`config.mk`:
```
export PLATFORM = sky130hd
export DESIGN_NAME = zero_cross_pairer
export DESIGN_NICKNAME = d
export VERILOG_FILES = /design/src/verilog/pulse_pair_pkg.sv /design/src/verilog/crossing_count.sv /design/src/verilog/rank_extract.sv /design/src/verilog/pending_tracker.sv /design/src/verilog/pair_builder.sv /design/src/verilog/pair_pipeline.sv /design/src/verilog/zero_cross_pairer.sv
export SDC_FILE = /design/constraint.sdc
export NUM_CORES = 1
export LEC_CHECK = 0
export BUFFER_PORTS_ARGS = -buffer_cell sky130_fd_sc_hd__buf_2
export CAP_MARGIN = 10
export CORE_MARGIN = 2
export CORE_UTILIZATION = 55
export DETAILED_ROUTE_END_ITERATION = 8
export MAX_ROUTING_LAYER = met4
export PLACE_DENSITY = 0.76
export SLEW_MARGIN = 40
export SYNTH_ARGS = -nofsm -noshare
export SYNTH_HDL_FRONTEND = slang
export SYNTH_SLANG_ARGS = --single-unit
```
`constraint.sdc`:
```
create_clock -name clk -period 6.6 [get_ports clk]
set_clock_uncertainty 0.2 [all_clocks]
set_input_delay 0.99 -clock clk [delete_from_list [all_inputs] [get_ports clk]]
set_output_delay 0.99 -clock clk [all_outputs]
set_load 0.05 [all_outputs]
```
`src/verilog/pulse_pair_pkg.sv`:
```
package pulse_pair_pkg;

    // ------------------------------------------------------------------------
    // geometry of one sample word
    // ------------------------------------------------------------------------
    localparam int NUM_LANES = 16;

    // pair slots reported per word
    localparam int MAX_PAIRS = 8;

    // cycles from valid_in to the matching valid_out
    localparam int PAIR_LATENCY = 4;

    // ------------------------------------------------------------------------
    // shared types
    // ------------------------------------------------------------------------

    // one bit per lane
    typedef logic [NUM_LANES-1:0] lane_mask_t;

    // lane position inside a word
    typedef logic [3:0] lane_idx_t;

    // crossing or pair count, 0 to 16
    typedef logic [4:0] cross_cnt_t;

    // slot 0 sits in the low nibble
    typedef lane_idx_t [MAX_PAIRS-1:0] pair_lanes_t;

endpackage

```
`src/verilog/crossing_count.sv`:
```
`timescale 1ns/100ps

module crossing_count (
    input  pulse_pair_pkg::lane_mask_t zero_mask,
    input  pulse_pair_pkg::lane_mask_t zero_direction,
    output pulse_pair_pkg::lane_mask_t rise_mask,
    output pulse_pair_pkg::lane_mask_t fall_mask,
    output pulse_pair_pkg::cross_cnt_t rise_cnt,
    output pulse_pair_pkg::cross_cnt_t fall_cnt
);
    import pulse_pair_pkg::*;

    // ------------------------------------------------------------------------
    // direction split
    // ------------------------------------------------------------------------

    // rising crossings open a pulse
    assign rise_mask = zero_mask & zero_direction;

    // falling crossings close it
    assign fall_mask = zero_mask & ~zero_direction;

    // ------------------------------------------------------------------------
    // population counts, shared by fast and slow path
    // ------------------------------------------------------------------------
    always_comb begin
        rise_cnt = '0;
        fall_cnt = '0;
        for (int i = 0; i < NUM_LANES; i++) begin
            rise_cnt = rise_cnt + cross_cnt_t'(rise_mask[i]);
            fall_cnt = fall_cnt + cross_cnt_t'(fall_mask[i]);
        end
    end

endmodule

```
`src/verilog/rank_extract.sv`:
```
`timescale 1ns/100ps

module rank_extract (
    input  pulse_pair_pkg::lane_mask_t  mask,
    output pulse_pair_pkg::pair_lanes_t lanes
);
    import pulse_pair_pkg::*;

    // set bits seen below the current lane
    cross_cnt_t seen;

    // ------------------------------------------------------------------------
    // lane of the n-th set bit, lowest lane is rank 0
    // ------------------------------------------------------------------------
    always_comb begin
        seen  = '0;
        lanes = '0;
        for (int i = 0; i < NUM_LANES; i++) begin
            if (mask[i]) begin
                // only the first MAX_PAIRS ranks have a slot
                for (int r = 0; r < MAX_PAIRS; r++) begin
                    if (seen == cross_cnt_t'(r)) begin
                        lanes[r] = lane_idx_t'(i);
                    end
                end
            end
            seen = seen + cross_cnt_t'(mask[i]);
        end
    end

    // absent ranks keep lane 0 from the default above

endmodule

```
`src/verilog/pending_tracker.sv`:
```
`timescale 1ns/100ps

module pending_tracker (
    input  logic                       clk,
    input  logic                       rst_n,
    input  logic                       valid_in,
    input  pulse_pair_pkg::lane_mask_t rise_mask,
    input  pulse_pair_pkg::cross_cnt_t rise_cnt,
    input  pulse_pair_pkg::cross_cnt_t fall_cnt,
    output logic                       hold_valid,
    output pulse_pair_pkg::lane_idx_t  hold_lane,
    output logic                       pending_valid_out,
    output pulse_pair_pkg::lane_idx_t  pending_pos_out,
    output logic                       new_pending_out,
    output pulse_pair_pkg::lane_idx_t  new_pending_pos_out
);
    import pulse_pair_pkg::*;

    pair_lanes_t rise_lanes;
    cross_cnt_t  open_cnt;
    cross_cnt_t  new_rank;
    logic        new_start;
    logic        keep_start;
    lane_idx_t   new_lane;

    rank_extract u_rise_rank (
        .mask  (rise_mask),
        .lanes (rise_lanes)
    );

    // ------------------------------------------------------------------------
    // pending rule settles within one cycle
    // ------------------------------------------------------------------------

    // rising crossings still looking for an end including the held start
    assign open_cnt   = rise_cnt + cross_cnt_t'(hold_valid);
    assign new_start  = (open_cnt > fall_cnt) && (rise_cnt != '0);
    assign keep_start = hold_valid && (fall_cnt == '0);

    // first falling edge goes to the held start if there is one
    assign new_rank = fall_cnt - cross_cnt_t'(hold_valid);

    always_comb begin
        new_lane = '0;
        for (int r = 0; r < MAX_PAIRS; r++) begin
            if (new_rank == cross_cnt_t'(r)) begin
                new_lane = rise_lanes[r];
            end
        end
    end

    // state only moves on valid words
    always_ff @(posedge clk or negedge rst_n) begin
        if (!rst_n) begin
            hold_valid          <= 1'b0;
            hold_lane           <= '0;
            pending_valid_out   <= 1'b0;
            pending_pos_out     <= '0;
            new_pending_out     <= 1'b0;
            new_pending_pos_out <= '0;
        end else if (valid_in) begin
            hold_valid          <= new_start || keep_start;
            hold_lane           <= new_start ? new_lane : (keep_start ? hold_lane : '0);
            pending_valid_out   <= hold_valid;
            pending_pos_out     <= hold_lane;
            new_pending_out     <= new_start;
            new_pending_pos_out <= new_lane;
        end
    end

    // a new start within the ranked slots sits on a rising lane of its word
    a_new_start_rising : assert property (@(posedge clk) disable iff (!rst_n)
        valid_in && new_start && (new_rank < cross_cnt_t'(MAX_PAIRS))
            |-> rise_mask[new_lane]);

endmodule

```
`src/verilog/pair_builder.sv`:
```
`timescale 1ns/100ps

module pair_builder (
    input  logic                                 clk,
    input  logic                                 rst_n,
    input  logic                                 valid_in,
    input  pulse_pair_pkg::pair_lanes_t          rise_lanes,
    input  pulse_pair_pkg::pair_lanes_t          fall_lanes,
    input  pulse_pair_pkg::cross_cnt_t           rise_cnt,
    input  pulse_pair_pkg::cross_cnt_t           fall_cnt,
    input  logic                                 hold_valid,
    input  pulse_pair_pkg::lane_idx_t            hold_lane,
    output logic [pulse_pair_pkg::MAX_PAIRS-1:0] pair_valid,
    output pulse_pair_pkg::pair_lanes_t          pair_pos_a,
    output pulse_pair_pkg::pair_lanes_t          pair_pos_b,
    output logic [pulse_pair_pkg::MAX_PAIRS-1:0] pair_cross_cycle,
    output pulse_pair_pkg::cross_cnt_t           total_pairs,
    output logic                                 valid_out
);
    import pulse_pair_pkg::*;

    logic [MAX_PAIRS-1:0] valid_c;
    logic [MAX_PAIRS-1:0] cross_c;
    pair_lanes_t          pos_a_c;
    cross_cnt_t           open_cnt;
    cross_cnt_t           pairs_c;

    logic [MAX_PAIRS-1:0] pair_valid_s3;
    logic [MAX_PAIRS-1:0] cross_s3;
    pair_lanes_t          pos_a_s3;
    pair_lanes_t          pos_b_s3;
    cross_cnt_t           total_s3;
    logic                 valid_s3;

    // ------------------------------------------------------------------------
    // stage 3 rank matching
    // ------------------------------------------------------------------------
    assign open_cnt = rise_cnt + cross_cnt_t'(hold_valid);
    assign pairs_c  = (open_cnt < fall_cnt) ? open_cnt : fall_cnt;

    always_comb begin
        valid_c = '0;
        cross_c = '0;
        pos_a_c = rise_lanes;
        if (hold_valid) begin
            // held start takes the first end and the rest shift one rank
            pos_a_c[0] = hold_lane;
            valid_c[0] = (fall_cnt != '0);
            cross_c[0] = (fall_cnt != '0);
            for (int k = 1; k < MAX_PAIRS; k++) begin
                pos_a_c[k] = rise_lanes[k-1];
                valid_c[k] = (rise_cnt >= cross_cnt_t'(k)) && (fall_cnt > cross_cnt_t'(k));
            end
        end else begin
            for (int k = 0; k < MAX_PAIRS; k++) begin
                valid_c[k] = (rise_cnt > cross_cnt_t'(k)) && (fall_cnt > cross_cnt_t'(k));
            end
        end
    end

    always_ff @(posedge clk or negedge rst_n) begin
        if (!rst_n) begin
            valid_s3      <= 1'b0;
            pair_valid_s3 <= '0;
            cross_s3      <= '0;
            total_s3      <= '0;
        end else begin
            valid_s3      <= valid_in;
            pair_valid_s3 <= valid_c;
            cross_s3      <= cross_c;
            total_s3      <= pairs_c;
        end
    end

    // end lanes never shift so falling rank k always lands in slot k
    always_ff @(posedge clk) begin
        pos_a_s3 <= pos_a_c;
        pos_b_s3 <= fall_lanes;
    end

    // ------------------------------------------------------------------------
    // stage 4 output registers
    // ------------------------------------------------------------------------
    always_ff @(posedge clk or negedge rst_n) begin
        if (!rst_n) begin
            valid_out        <= 1'b0;
            pair_valid       <= '0;
            pair_cross_cycle <= '0;
            total_pairs      <= '0;
        end else begin
            valid_out        <= valid_s3;
            pair_valid       <= pair_valid_s3;
            pair_cross_cycle <= cross_s3;
            total_pairs      <= total_s3;
        end
    end

    always_ff @(posedge clk) begin
        pair_pos_a <= pos_a_s3;
        pair_pos_b <= pos_b_s3;
    end

    // valid slots fill up from slot 0 with no gaps
    a_valid_contiguous : assert property (@(posedge clk) disable iff (!rst_n)
        valid_out |-> ((pair_valid & (pair_valid + 1'b1)) == '0));

    // only slot 0 closes a start from an earlier word and that pair is counted
    a_cross_slot0 : assert property (@(posedge clk) disable iff (!rst_n)
        valid_out |-> (pair_cross_cycle[MAX_PAIRS-1:1] == '0)
                      && (!pair_cross_cycle[0] || (total_pairs != '0)));

endmodule

```
`src/verilog/pair_pipeline.sv`:
```
`timescale 1ns/100ps

module pair_pipeline (
    input  logic                                 clk,
    input  logic                                 rst_n,
    input  logic                                 valid_in,
    input  pulse_pair_pkg::lane_mask_t           rise_mask,
    input  pulse_pair_pkg::lane_mask_t           fall_mask,
    input  pulse_pair_pkg::cross_cnt_t           rise_cnt,
    input  pulse_pair_pkg::cross_cnt_t           fall_cnt,
    input  logic                                 hold_valid,
    input  pulse_pair_pkg::lane_idx_t            hold_lane,
    output logic [pulse_pair_pkg::MAX_PAIRS-1:0] pair_valid,
    output pulse_pair_pkg::pair_lanes_t          pair_pos_a,
    output pulse_pair_pkg::pair_lanes_t          pair_pos_b,
    output logic [pulse_pair_pkg::MAX_PAIRS-1:0] pair_cross_cycle,
    output pulse_pair_pkg::cross_cnt_t           total_pairs,
    output logic                                 valid_out
);
    import pulse_pair_pkg::*;

    // ------------------------------------------------------------------------
    // stage 1: word and pending snapshot
    // ------------------------------------------------------------------------
    lane_mask_t rise_mask_s1;
    lane_mask_t fall_mask_s1;
    cross_cnt_t rise_cnt_s1;
    cross_cnt_t fall_cnt_s1;
    logic       hold_valid_s1;
    lane_idx_t  hold_lane_s1;
    logic       valid_s1;

    always_ff @(posedge clk or negedge rst_n) begin
        if (!rst_n) begin
            valid_s1      <= 1'b0;
            rise_cnt_s1   <= '0;
            fall_cnt_s1   <= '0;
            hold_valid_s1 <= 1'b0;
        end else begin
            valid_s1      <= valid_in;
            rise_cnt_s1   <= rise_cnt;
            fall_cnt_s1   <= fall_cnt;
            // pending as it was before this word
            hold_valid_s1 <= hold_valid;
        end
    end

    always_ff @(posedge clk) begin
        rise_mask_s1 <= rise_mask;
        fall_mask_s1 <= fall_mask;
        hold_lane_s1 <= hold_lane;
    end

    // ------------------------------------------------------------------------
    // stage 2: ranked lanes of both directions
    // ------------------------------------------------------------------------
    pair_lanes_t rise_lanes;
    pair_lanes_t fall_lanes;
    pair_lanes_t rise_lanes_s2;
    pair_lanes_t fall_lanes_s2;
    cross_cnt_t  rise_cnt_s2;
    cross_cnt_t  fall_cnt_s2;
    logic        hold_valid_s2;
    lane_idx_t   hold_lane_s2;
    logic        valid_s2;

    rank_extract u_rise_rank (
        .mask  (rise_mask_s1),
        .lanes (rise_lanes)
    );

    rank_extract u_fall_rank (
        .mask  (fall_mask_s1),
        .lanes (fall_lanes)
    );

    always_ff @(posedge clk or negedge rst_n) begin
        if (!rst_n) begin
            valid_s2      <= 1'b0;
            rise_cnt_s2   <= '0;
            fall_cnt_s2   <= '0;
            hold_valid_s2 <= 1'b0;
        end else begin
            valid_s2      <= valid_s1;
            rise_cnt_s2   <= rise_cnt_s1;
            fall_cnt_s2   <= fall_cnt_s1;
            hold_valid_s2 <= hold_valid_s1;
        end
    end

    always_ff @(posedge clk) begin
        rise_lanes_s2 <= rise_lanes;
        fall_lanes_s2 <= fall_lanes;
        hold_lane_s2  <= hold_lane_s1;
    end

    // stages 3 and 4
    pair_builder u_builder (
        .clk              (clk),
        .rst_n            (rst_n),
        .valid_in         (valid_s2),
        .rise_lanes       (rise_lanes_s2),
        .fall_lanes       (fall_lanes_s2),
        .rise_cnt         (rise_cnt_s2),
        .fall_cnt         (fall_cnt_s2),
        .hold_valid       (hold_valid_s2),
        .hold_lane        (hold_lane_s2),
        .pair_valid       (pair_valid),
        .pair_pos_a       (pair_pos_a),
        .pair_pos_b       (pair_pos_b),
        .pair_cross_cycle (pair_cross_cycle),
        .total_pairs      (total_pairs),
        .valid_out        (valid_out)
    );

endmodule

```
`src/verilog/zero_cross_pairer.sv`:
```
`timescale 1ns/100ps

module zero_cross_pairer (
    input  logic                                 clk,
    input  logic                                 rst_n,
    input  logic                                 valid_in,
    input  pulse_pair_pkg::lane_mask_t           zero_mask,
    input  pulse_pair_pkg::lane_mask_t           zero_direction,
    output logic [pulse_pair_pkg::MAX_PAIRS-1:0] pair_valid,
    output pulse_pair_pkg::pair_lanes_t          pair_pos_a,
    output pulse_pair_pkg::pair_lanes_t          pair_pos_b,
    output logic [pulse_pair_pkg::MAX_PAIRS-1:0] pair_cross_cycle,
    output pulse_pair_pkg::cross_cnt_t           total_pairs,
    output logic                                 valid_out,
    output logic                                 pending_valid_out,
    output pulse_pair_pkg::lane_idx_t            pending_pos_out,
    output logic                                 new_pending_out,
    output pulse_pair_pkg::lane_idx_t            new_pending_pos_out
);
    import pulse_pair_pkg::*;

    lane_mask_t rise_mask;
    lane_mask_t fall_mask;
    cross_cnt_t rise_cnt;
    cross_cnt_t fall_cnt;
    logic       hold_valid;
    lane_idx_t  hold_lane;

    crossing_count u_count (
        .zero_mask      (zero_mask),
        .zero_direction (zero_direction),
        .rise_mask      (rise_mask),
        .fall_mask      (fall_mask),
        .rise_cnt       (rise_cnt),
        .fall_cnt       (fall_cnt)
    );

    // ------------------------------------------------------------------------
    // fast path, one cycle
    // ------------------------------------------------------------------------
    pending_tracker u_pending (
        .clk                 (clk),
        .rst_n               (rst_n),
        .valid_in            (valid_in),
        .rise_mask           (rise_mask),
        .rise_cnt            (rise_cnt),
        .fall_cnt            (fall_cnt),
        .hold_valid          (hold_valid),
        .hold_lane           (hold_lane),
        .pending_valid_out   (pending_valid_out),
        .pending_pos_out     (pending_pos_out),
        .new_pending_out     (new_pending_out),
        .new_pending_pos_out (new_pending_pos_out)
    );

    // ------------------------------------------------------------------------
    // slow path, four stages
    // ------------------------------------------------------------------------
    pair_pipeline u_pairs (
        .clk              (clk),
        .rst_n            (rst_n),
        .valid_in         (valid_in),
        .rise_mask        (rise_mask),
        .fall_mask        (fall_mask),
        .rise_cnt         (rise_cnt),
        .fall_cnt         (fall_cnt),
        .hold_valid       (hold_valid),
        .hold_lane        (hold_lane),
        .pair_valid       (pair_valid),
        .pair_pos_a       (pair_pos_a),
        .pair_pos_b       (pair_pos_b),
        .pair_cross_cycle (pair_cross_cycle),
        .total_pairs      (total_pairs),
        .valid_out        (valid_out)
    );

endmodule

```
# Word-level counts from Yosys, hierarchy flattened
# Index checks and enable logic that the tools add are counted.
[classes]
n_addsub = 61
n_lt_le_gt_ge = 25
n_eq_ne = 302
mux = 401
bitwise_logic = 3
n_reduce_logical = 68
[op_table]
columns = ["cell", "count"]
rows = [
  ["$mux 4", 346],
  ["$mux 32", 43],
  ["$eq 5x3->1 const B", 136],
  ["$eq 5x2->1 const B", 68],
  ["$add 5x1->5", 47],
  ["$logic_not 5->1", 47],
  ["$eq 5x1->1 const B", 34],
  ["$eq 4x3->1 const B", 12],
  ["$gt 5x3->1 const B", 8],
  ["$eq 2x3->1 const B", 12],
  ["$eq 3x3->1 const B", 12],
  ["$and 16x16->16", 2],
  ["$eq 4x2->1 const B", 6],
  ["$ge 5x3->1 const B", 4],
  ["$gt 5x1->1 const B", 4],
  ["$gt 5x2->1 const B", 4],
  ["$mux 5", 4],
  ["$eq 3x2->1 const B", 6],
  ["$logic_and 1x1->1", 17],
  ["$not 16->16", 1],
  ["$add 4x1->5", 3],
  ["$add 3x1->4", 3],
  ["$eq 2x2->1 const B", 6],
  ["$eq 4x1->1 const B", 3],
  ["15 further kinds", 32],
]
[totals]
reg_bits = 301
in_bits = 35
output_inout_bits = 96
elab_cells = 934

# Longest topological paths before layout
[depth]
word_depth = 41
mapped_depth = 33
depth_no_buf = 31

# Cells and area by module
# Synthesis repeated with hierarchy kept, for this count alone.
[hier_totals]
hier_cells = 2309
area_unflattened_um2 = 20679.8
[modules_own_cells]
columns = ["mod", "n_inst", "cells_per_inst", "area_each_um2", "seq_area_each_um2"]
rows = [
  ["pair_builder", 1, 257, 4140.2, 3313.2],
  ["rank_extract (u_pairs.u_rise_rank)", 1, 594, 3992.6, 0.0],
  ["rank_extract (u_pending.u_rise_rank)", 1, 538, 3844.9, 0.0],
  ["rank_extract (u_pairs.u_fall_rank)", 1, 565, 3838.7, 0.0],
  ["pair_pipeline", 1, 128, 2682.6, 2682.6],
  ["pending_tracker", 1, 123, 1255.0, 375.4],
  ["crossing_count", 1, 104, 925.9, 0.0],
]

# Worst setup path before layout
# No wires, ideal clock.
[synth_path]
path_type = "input-to-reg"
startpoint = "input port zero_direction[2]"
endpoint = "register u_pending.hold_lane[0]"
setup_ps = 128
arrival_ps = 8421
required_time_ps = 6272
setup_slack_ps = -2149
path_stages = 30
n_path_buf = 2
path_cell_list = "and2_1 clkbuf_1 fa_1 ha_1 xnor2_1 inv_1 ha_1 ha_1 ha_1 ha_1 ha_1 ha_1 ha_1 ha_1 ha_1 ha_1 ha_1 ha_1 o21ai_0 nand2_1 a32o_1 xor2_1 xnor2_1 ha_1 and3_1 nand3_1 o2111ai_1 buf_2 o31ai_1 a21oi_1"
[synth_via]
word_cells_on_any_way = 279
classes_between = "add/sub: 30; order compare: 1; eq/ne: 99; mux: 127; bitwise: 3; reduce/logical: 19"
[synth_rtl]
columns = ["element", "line_no", "source"]
rows = [
  ["from (decl)", "zero_cross_pairer.sv:8", "input pulse_pair_pkg::lane_mask_t zero_direction,"],
  ["$and 16x16->16 *", "crossing_count.sv:18", "assign rise_mask = zero_mask & zero_direction;"],
  ["via rise_mask[2]", "zero_cross_pairer.sv:22", "lane_mask_t rise_mask;"],
  ["$add 2x1->3 *", "rank_extract.sv:27", "seen = seen + cross_cnt_t'(mask[i]);"],
  ["$add 3x1->4 *", "rank_extract.sv:27", ""],
  ["$add 4x1->5 *", "rank_extract.sv:27", ""],
  ["$add 5x1->5 * (10 in series)", "rank_extract.sv:27", ""],
  ["$add 5x1->5 *", "--", ""],
  ["via rise_cnt[4]", "zero_cross_pairer.sv:24", "cross_cnt_t rise_cnt;"],
  ["$add 5x1->5", "pending_tracker.sv:36", "assign open_cnt = rise_cnt + cross_cnt_t'(hold_valid);"],
  ["$gt 5x5->1", "pending_tracker.sv:37", "assign new_start = (open_cnt > fall_cnt) && (rise_cnt != '0);"],
  ["$logic_and 1x1->1 *", "pending_tracker.sv:37", ""],
  ["$ne 2x1->1 (no source line)", "--", ""],
  ["$reduce_and 2->1 (no source line)", "--", ""],
  ["to (signal assigned)", "pending_tracker.sv:63", "hold_lane <= new_start ? new_lane : (keep_start ? hold_lane : '0);"],
  ["to (decl)", "pending_tracker.sv:11", "output pulse_pair_pkg::lane_idx_t hold_lane,"],
]
# The timed path passes the listed nets; every way through them passes the cells marked *.
# A chain may end at the register's enable or synchronous reset.

# Final worst setup path
[layout_path]
startpoint = "input port zero_direction[1]"
endpoint = "register u_pending.hold_lane[2]"
[layout_via]
word_cells_on_any_way = 283
classes_between = "add/sub: 32; order compare: 1; eq/ne: 99; mux: 128; bitwise: 3; reduce/logical: 20"
[layout_rtl]
columns = ["element", "line_no", "source"]
rows = [
  ["$and 16x16->16 *", "crossing_count.sv:18", ""],
  ["via rise_mask[1]", "zero_cross_pairer.sv:22", ""],
  ["$add 1x1->2 *", "crossing_count.sv:30", "rise_cnt = rise_cnt + cross_cnt_t'(rise_mask[i]);"],
  ["$add 2x1->3 *", "rank_extract.sv:27", ""],
  ["$add 3x1->4 *", "rank_extract.sv:27", ""],
  ["$add 4x1->5 *", "rank_extract.sv:27", ""],
  ["$add 5x1->5 * (10 in series)", "rank_extract.sv:27", ""],
  ["$add 5x1->5 *", "--", ""],
  ["via rise_cnt[4]", "zero_cross_pairer.sv:24", ""],
  ["$add 5x1->5", "pending_tracker.sv:36", ""],
  ["$gt 5x5->1", "pending_tracker.sv:37", ""],
  ["$logic_and 1x1->1 *", "pending_tracker.sv:37", ""],
  ["$ne 2x1->1 (no source line)", "--", ""],
  ["$reduce_and 2->1 (no source line)", "--", ""],
]
# Marks and branches as above.

==> flow_summary_export.csv <==
group,metric,value,unit
clocking,cts.clk_slew.worst_paths,0.07,ns
placement,place_area,0.0240,mm²
power,power.density,516,mW/mm²
sta,max_slew_margin,42.6,%
critical_path,worstPathRequired,6.84,ns
floorplanning,start_util,56.1,%
routing,drt.antenna.violating_nets,0,
grt,grt_pass1_wl,100000,µm
grt,met1_usage,47.5,%
grt,use_met2,56.1,%
sta,clock.fmax,0.139,GHz
floorplanning,rows,68,
critical_path,crit_fanout,5,
floorplanning,coreArea,0.0347,mm²
critical_path,endpoint_kind,"register",
synthesis,yosysSeqAreaShare,32.7,%
sta,hold_viol_final,0,
clocking,numCtsBuffers,29,
critical_path,cpPeakStageDelay,0.66,ns
routing,vias_per_cell,5.96,
synthesis,syn_area_per_cell,8.35,µm²
placement,dpl.hpwl,51800,µm
power,swShare,45.7,%
synthesis,synth_ff_type,"dfxtp_1",
synthesis,yosys_warnings,0,
power,ir_drop,464,µV
synthesis,synth_edf_count,0,
sta,worst_slew_pin_slew,0.850,ns
placement,place.gp.congestion,1.02,
outcome,status,"finished, violations left",
synthesis,syn_inst,2331,
synthesis,ys_types,107,
critical_path,cp.arrival,7.43,ns
clocking,cts_hold_buf,0,
routing,drc_errors,0,
routing,wirelength,64800,µm
critical_path,cp-start-kind,"primary input",
sta,rsz0062_at_grt,"true",
routing,drt_iter0_drc,1676,
critical_path,cpMaxStageDelayCell,"fa_2",
routing,wire_per_inst,19.5,µm
cells_and_area,design_area,0.0258,mm²
critical_path,critPathTopFamily,"adder cells",
floorplanning,ioPinCount,131,
sta,finalWorstSetupSlack,-0.591,ns
floorplanning,die_w,192,µm
power,p_int,0.00725,W
routing,vias,19800,
grt,grt_pass1_vias,19100,
power,power_switching,0.00609,W
critical_path,path_class,"primary input to register",
grt,gr-total-overflow,0,
critical_path,critPathMostFrequentCell,"ha_4",
grt,grtUsageMet3,3.47,%
sta,fin_crit,7.19,ns
placement,io_buffer_count,123,
sta,hold_slack,0.124,ns
grt,top_usage_layer,"met2",
power,clock_power_share,12.5,%
clocking,insertion_delay,0.57,ns
power,share_seq_of_total_power,20.5,%
sta,drv_slew,0,
synthesis,synthArstFlopShare,22.9,%
synthesis,ys_seq_elements,301,
flow_run,max-cap-violations,0,
clocking,cts_num_sinks,301,
floorplanning,fp.dieH,192,µm
min_path,hp-class,"register to register",
grt,grtUsageTotal,35.5,%
synthesis,synth_area,0.0195,mm²
sta,final.period_utilization,109,%
critical_path,critical_path_buf_inv_count,2,
outcome,violations,"negative setup slack",
cells_and_area,final_nets,3008,
power,p_comb_share,67.1,%
grt,grt_max_degree,70,
clocking,cts_buffer_depth,3,
clocking,cts_tree,"yes",
power,p_leak,11.6,nW
cells_and_area,n_antenna_cell,0,
clocking,cts-root-buf,"clkbuf_16",
routing,drt_pass1_iterations,6,
cells_and_area,drive_above_1_share,30.1,%
sta,setup_violations,10,
cells_and_area,syn_to_final_growth,32.8,%
clocking,htree_levels,1,
floorplanning,die-area,0.0369,mm²
grt,antenna_found_initial,1,
## final cells by class
cell class                      instances  area (µm²)
Fill cell                            2591        8870
Inverter                               81         304
Clock buffer                           41         831
Timing Repair Buffer                  556        3930
Clock inverter                         13         130
Tap cell                              455         569
Sequential cell                       301        6380
Multi-Input combinational cell       1880       13700
## cell usage after synthesis, types with 12 or more instances
master    number  area, µm²
nand2_1      304       1140
dfxtp_1      232       4640
nor2_1       226        848
nand3_1      128        641
ha_1         109       1360
o21ai_0      104        521
a21oi_1      100        500
nor3_1        89        445
inv_1         81        304
dfrtp_1       69       1730
xnor2_1       52        455
nand2b_1      49        307
nor2b_1       47        294
clkbuf_1      46        173
mux2_2        43        484
o22ai_1       40        250
or3_1         34        213
and2_1        33        206
xor2_1        29        254
a31oi_1       28        175
and3_1        28        175
nor4_1        26        163
nand4_1       24        150
mux2i_1       23        230
o211ai_1      22        165
o31ai_1       19        143
fa_1          15        300
a21boi_0      14        105
nor3b_1       14        105
or2_2         14       87.6
buf_2         13       65.1
o32ai_1       13        114
buf_4         12       90.1
## routing by layer
metal | part of all wire [%] | vias up
li1 | - | 9433
met1 | 43 | 9343
met2 | 45 | 924
met3 | 7.8 | 132
met4 | 4.0 | 0
met5 | 0 | -
## layout by cell type (no fill, tap or decap), drive strengths merged, types with 8 or more instances in the layout
cell type / Yosys / routed
nand2: 305 / 305
o22ai: 40 / 40
o21ai: 116 / 116
mux2i: 24 / 24
o32ai: 13 / 13
a31oi: 28 / 28
buf: 29 / 556
xor2: 33 / 33
nand3b: 11 / 11
xnor2: 62 / 62
o31ai: 20 / 20
and2: 33 / 33
nor3: 95 / 95
dfxtp: 232 / 232
mux2: 44 / 44
fa: 15 / 15
o21a: 8 / 8
or2: 16 / 16
dfrtp: 69 / 69
nand3: 128 / 128
nor3b: 17 / 17
and3: 28 / 28
o211ai: 22 / 22
ha: 109 / 109
nand4: 24 / 24
a211oi: 9 / 9
nand2b: 49 / 49
nor2b: 47 / 47
nor2: 227 / 227
inv: 81 / 85
clkinv: 0 / 8
a21oi: 102 / 102
xnor3: 13 / 13
nor4b: 10 / 10
a22oi: 12 / 12
clkbuf: 46 / 41
or3: 34 / 34
a21boi: 19 / 19
a21o: 11 / 11
nor4: 27 / 27
## logic make-up after synthesis
logic type	Yosys count	share of synthesized area [%]
AO/OA/AOI/OAI	486	16.6
XOR/XNOR	114	7.34
AND/OR/NAND/NOR	1080	27.5
multiplexers	68	3.85
other	1	0.0193
adder cells (fa/ha/maj)	125	8.61
flip-flops	301	32.7
buffers and inverters	156	3.32
## worst register-to-register path, cell delays in order, from the launching register on
cell and delay, ns:
dfxtp_4 0.37, fa_2 0.61, ha_4 0.21, ha_1 0.29, ha_1 0.31, ha_1 0.31
ha_1 0.33, ha_1 0.31, ha_1 0.31, ha_1 0.31, ha_2 0.21, ha_4 0.26
buf_4 0.15, nand2_1 0.08, buf_4 0.13, xor2_1 0.19, mux2i_1 0.20, o211ai_1 0.20
xnor2_4 0.20, buf_4 0.15, or3b_1 0.39, o22ai_2 0.23, a311oi_1 0.09, buf_4 0.18
o41ai_2 0.12
## final timing paths
path | cells past startpoint | to | startpoint | slack (ns)
worst max-delay path | 29 | u_pending.hold_lane[2] | zero_direction[1] | -0.59
worst min-delay path | 0 | u_pairs.u_builder.pos_b_s3[26] | u_pairs.fall_lanes_s2[26] | 0.12
worst max register to register | 24 | u_pairs.fall_lanes_s2[22] | u_pairs.fall_mask_s1[1] | 0.13
worst min register to register | 0 | u_pairs.u_builder.pos_b_s3[26] | u_pairs.fall_lanes_s2[26] | 0.12
max in group asynchronous | 2 | u_pairs.rise_cnt_s1[3] | rst_n | 5.44
min in group asynchronous | 2 | u_pending.pending_pos_out[3] | rst_n | 0.31
## metrics by stage
| stage | instances | total power [W] | setup slack (ns) | util (%) | setup TNS, ns |
|---|---|---|---|---|---|
| floorplan | 2337 | 0.00774 | -1.16 | - | -9.56 |
| global placement | 3253 | 0.0105 | -1.34 | 69.2 | -12.24 |
| detailed placement | 3253 | 0.0107 | -1.58 | 69.3 | -16.85 |
| CTS | 3315 | 0.0128 | -0.482 | 72.9 | -4.06 |
| global route | 3327 | 0.0141 | -0.756 | 74.4 | -7.49 |
| finish | 3327 | 0.0133 | -0.591 | 74.4 | -5.00 |
## state kept, by name, summed over array words and instances, names as in the netlist, 8 cells and up
| signal | count |
|---|---|
| u_pairs.fall_lanes_s2 | 32 |
| u_pairs.rise_lanes_s2 | 32 |
| u_pairs.u_builder.pair_pos_a | 32 |
| u_pairs.u_builder.pair_pos_b | 32 |
| u_pairs.u_builder.pos_a_s3 | 32 |
| u_pairs.u_builder.pos_b_s3 | 32 |
| u_pairs.fall_mask_s1 | 16 |
| u_pairs.rise_mask_s1 | 16 |
| u_pairs.u_builder.pair_valid | 8 |
| u_pairs.u_builder.pair_valid_s3 | 8 |
## power groups by stage
stage	logic (W)	clock network, W	registers [W]
CTS	0.00835	0.00168	0.00273
global placement	0.00782	0	0.00271
global route	0.00961	0.00175	0.00278
detailed placement	0.00798	0	0.00275
floorplan	0.00440	0	0.00333
finish	0.00895	0.00166	0.00273
## repair_timing
item / 4_1_cts / 5_1_grt
pin swaps: 30 / 22
resized for setup: 48 / 75
setup buffers: 8 / 12
endpoints found under the setup margin: 46 / 70
No activity file was read; power rests on OpenSTA's default activity.
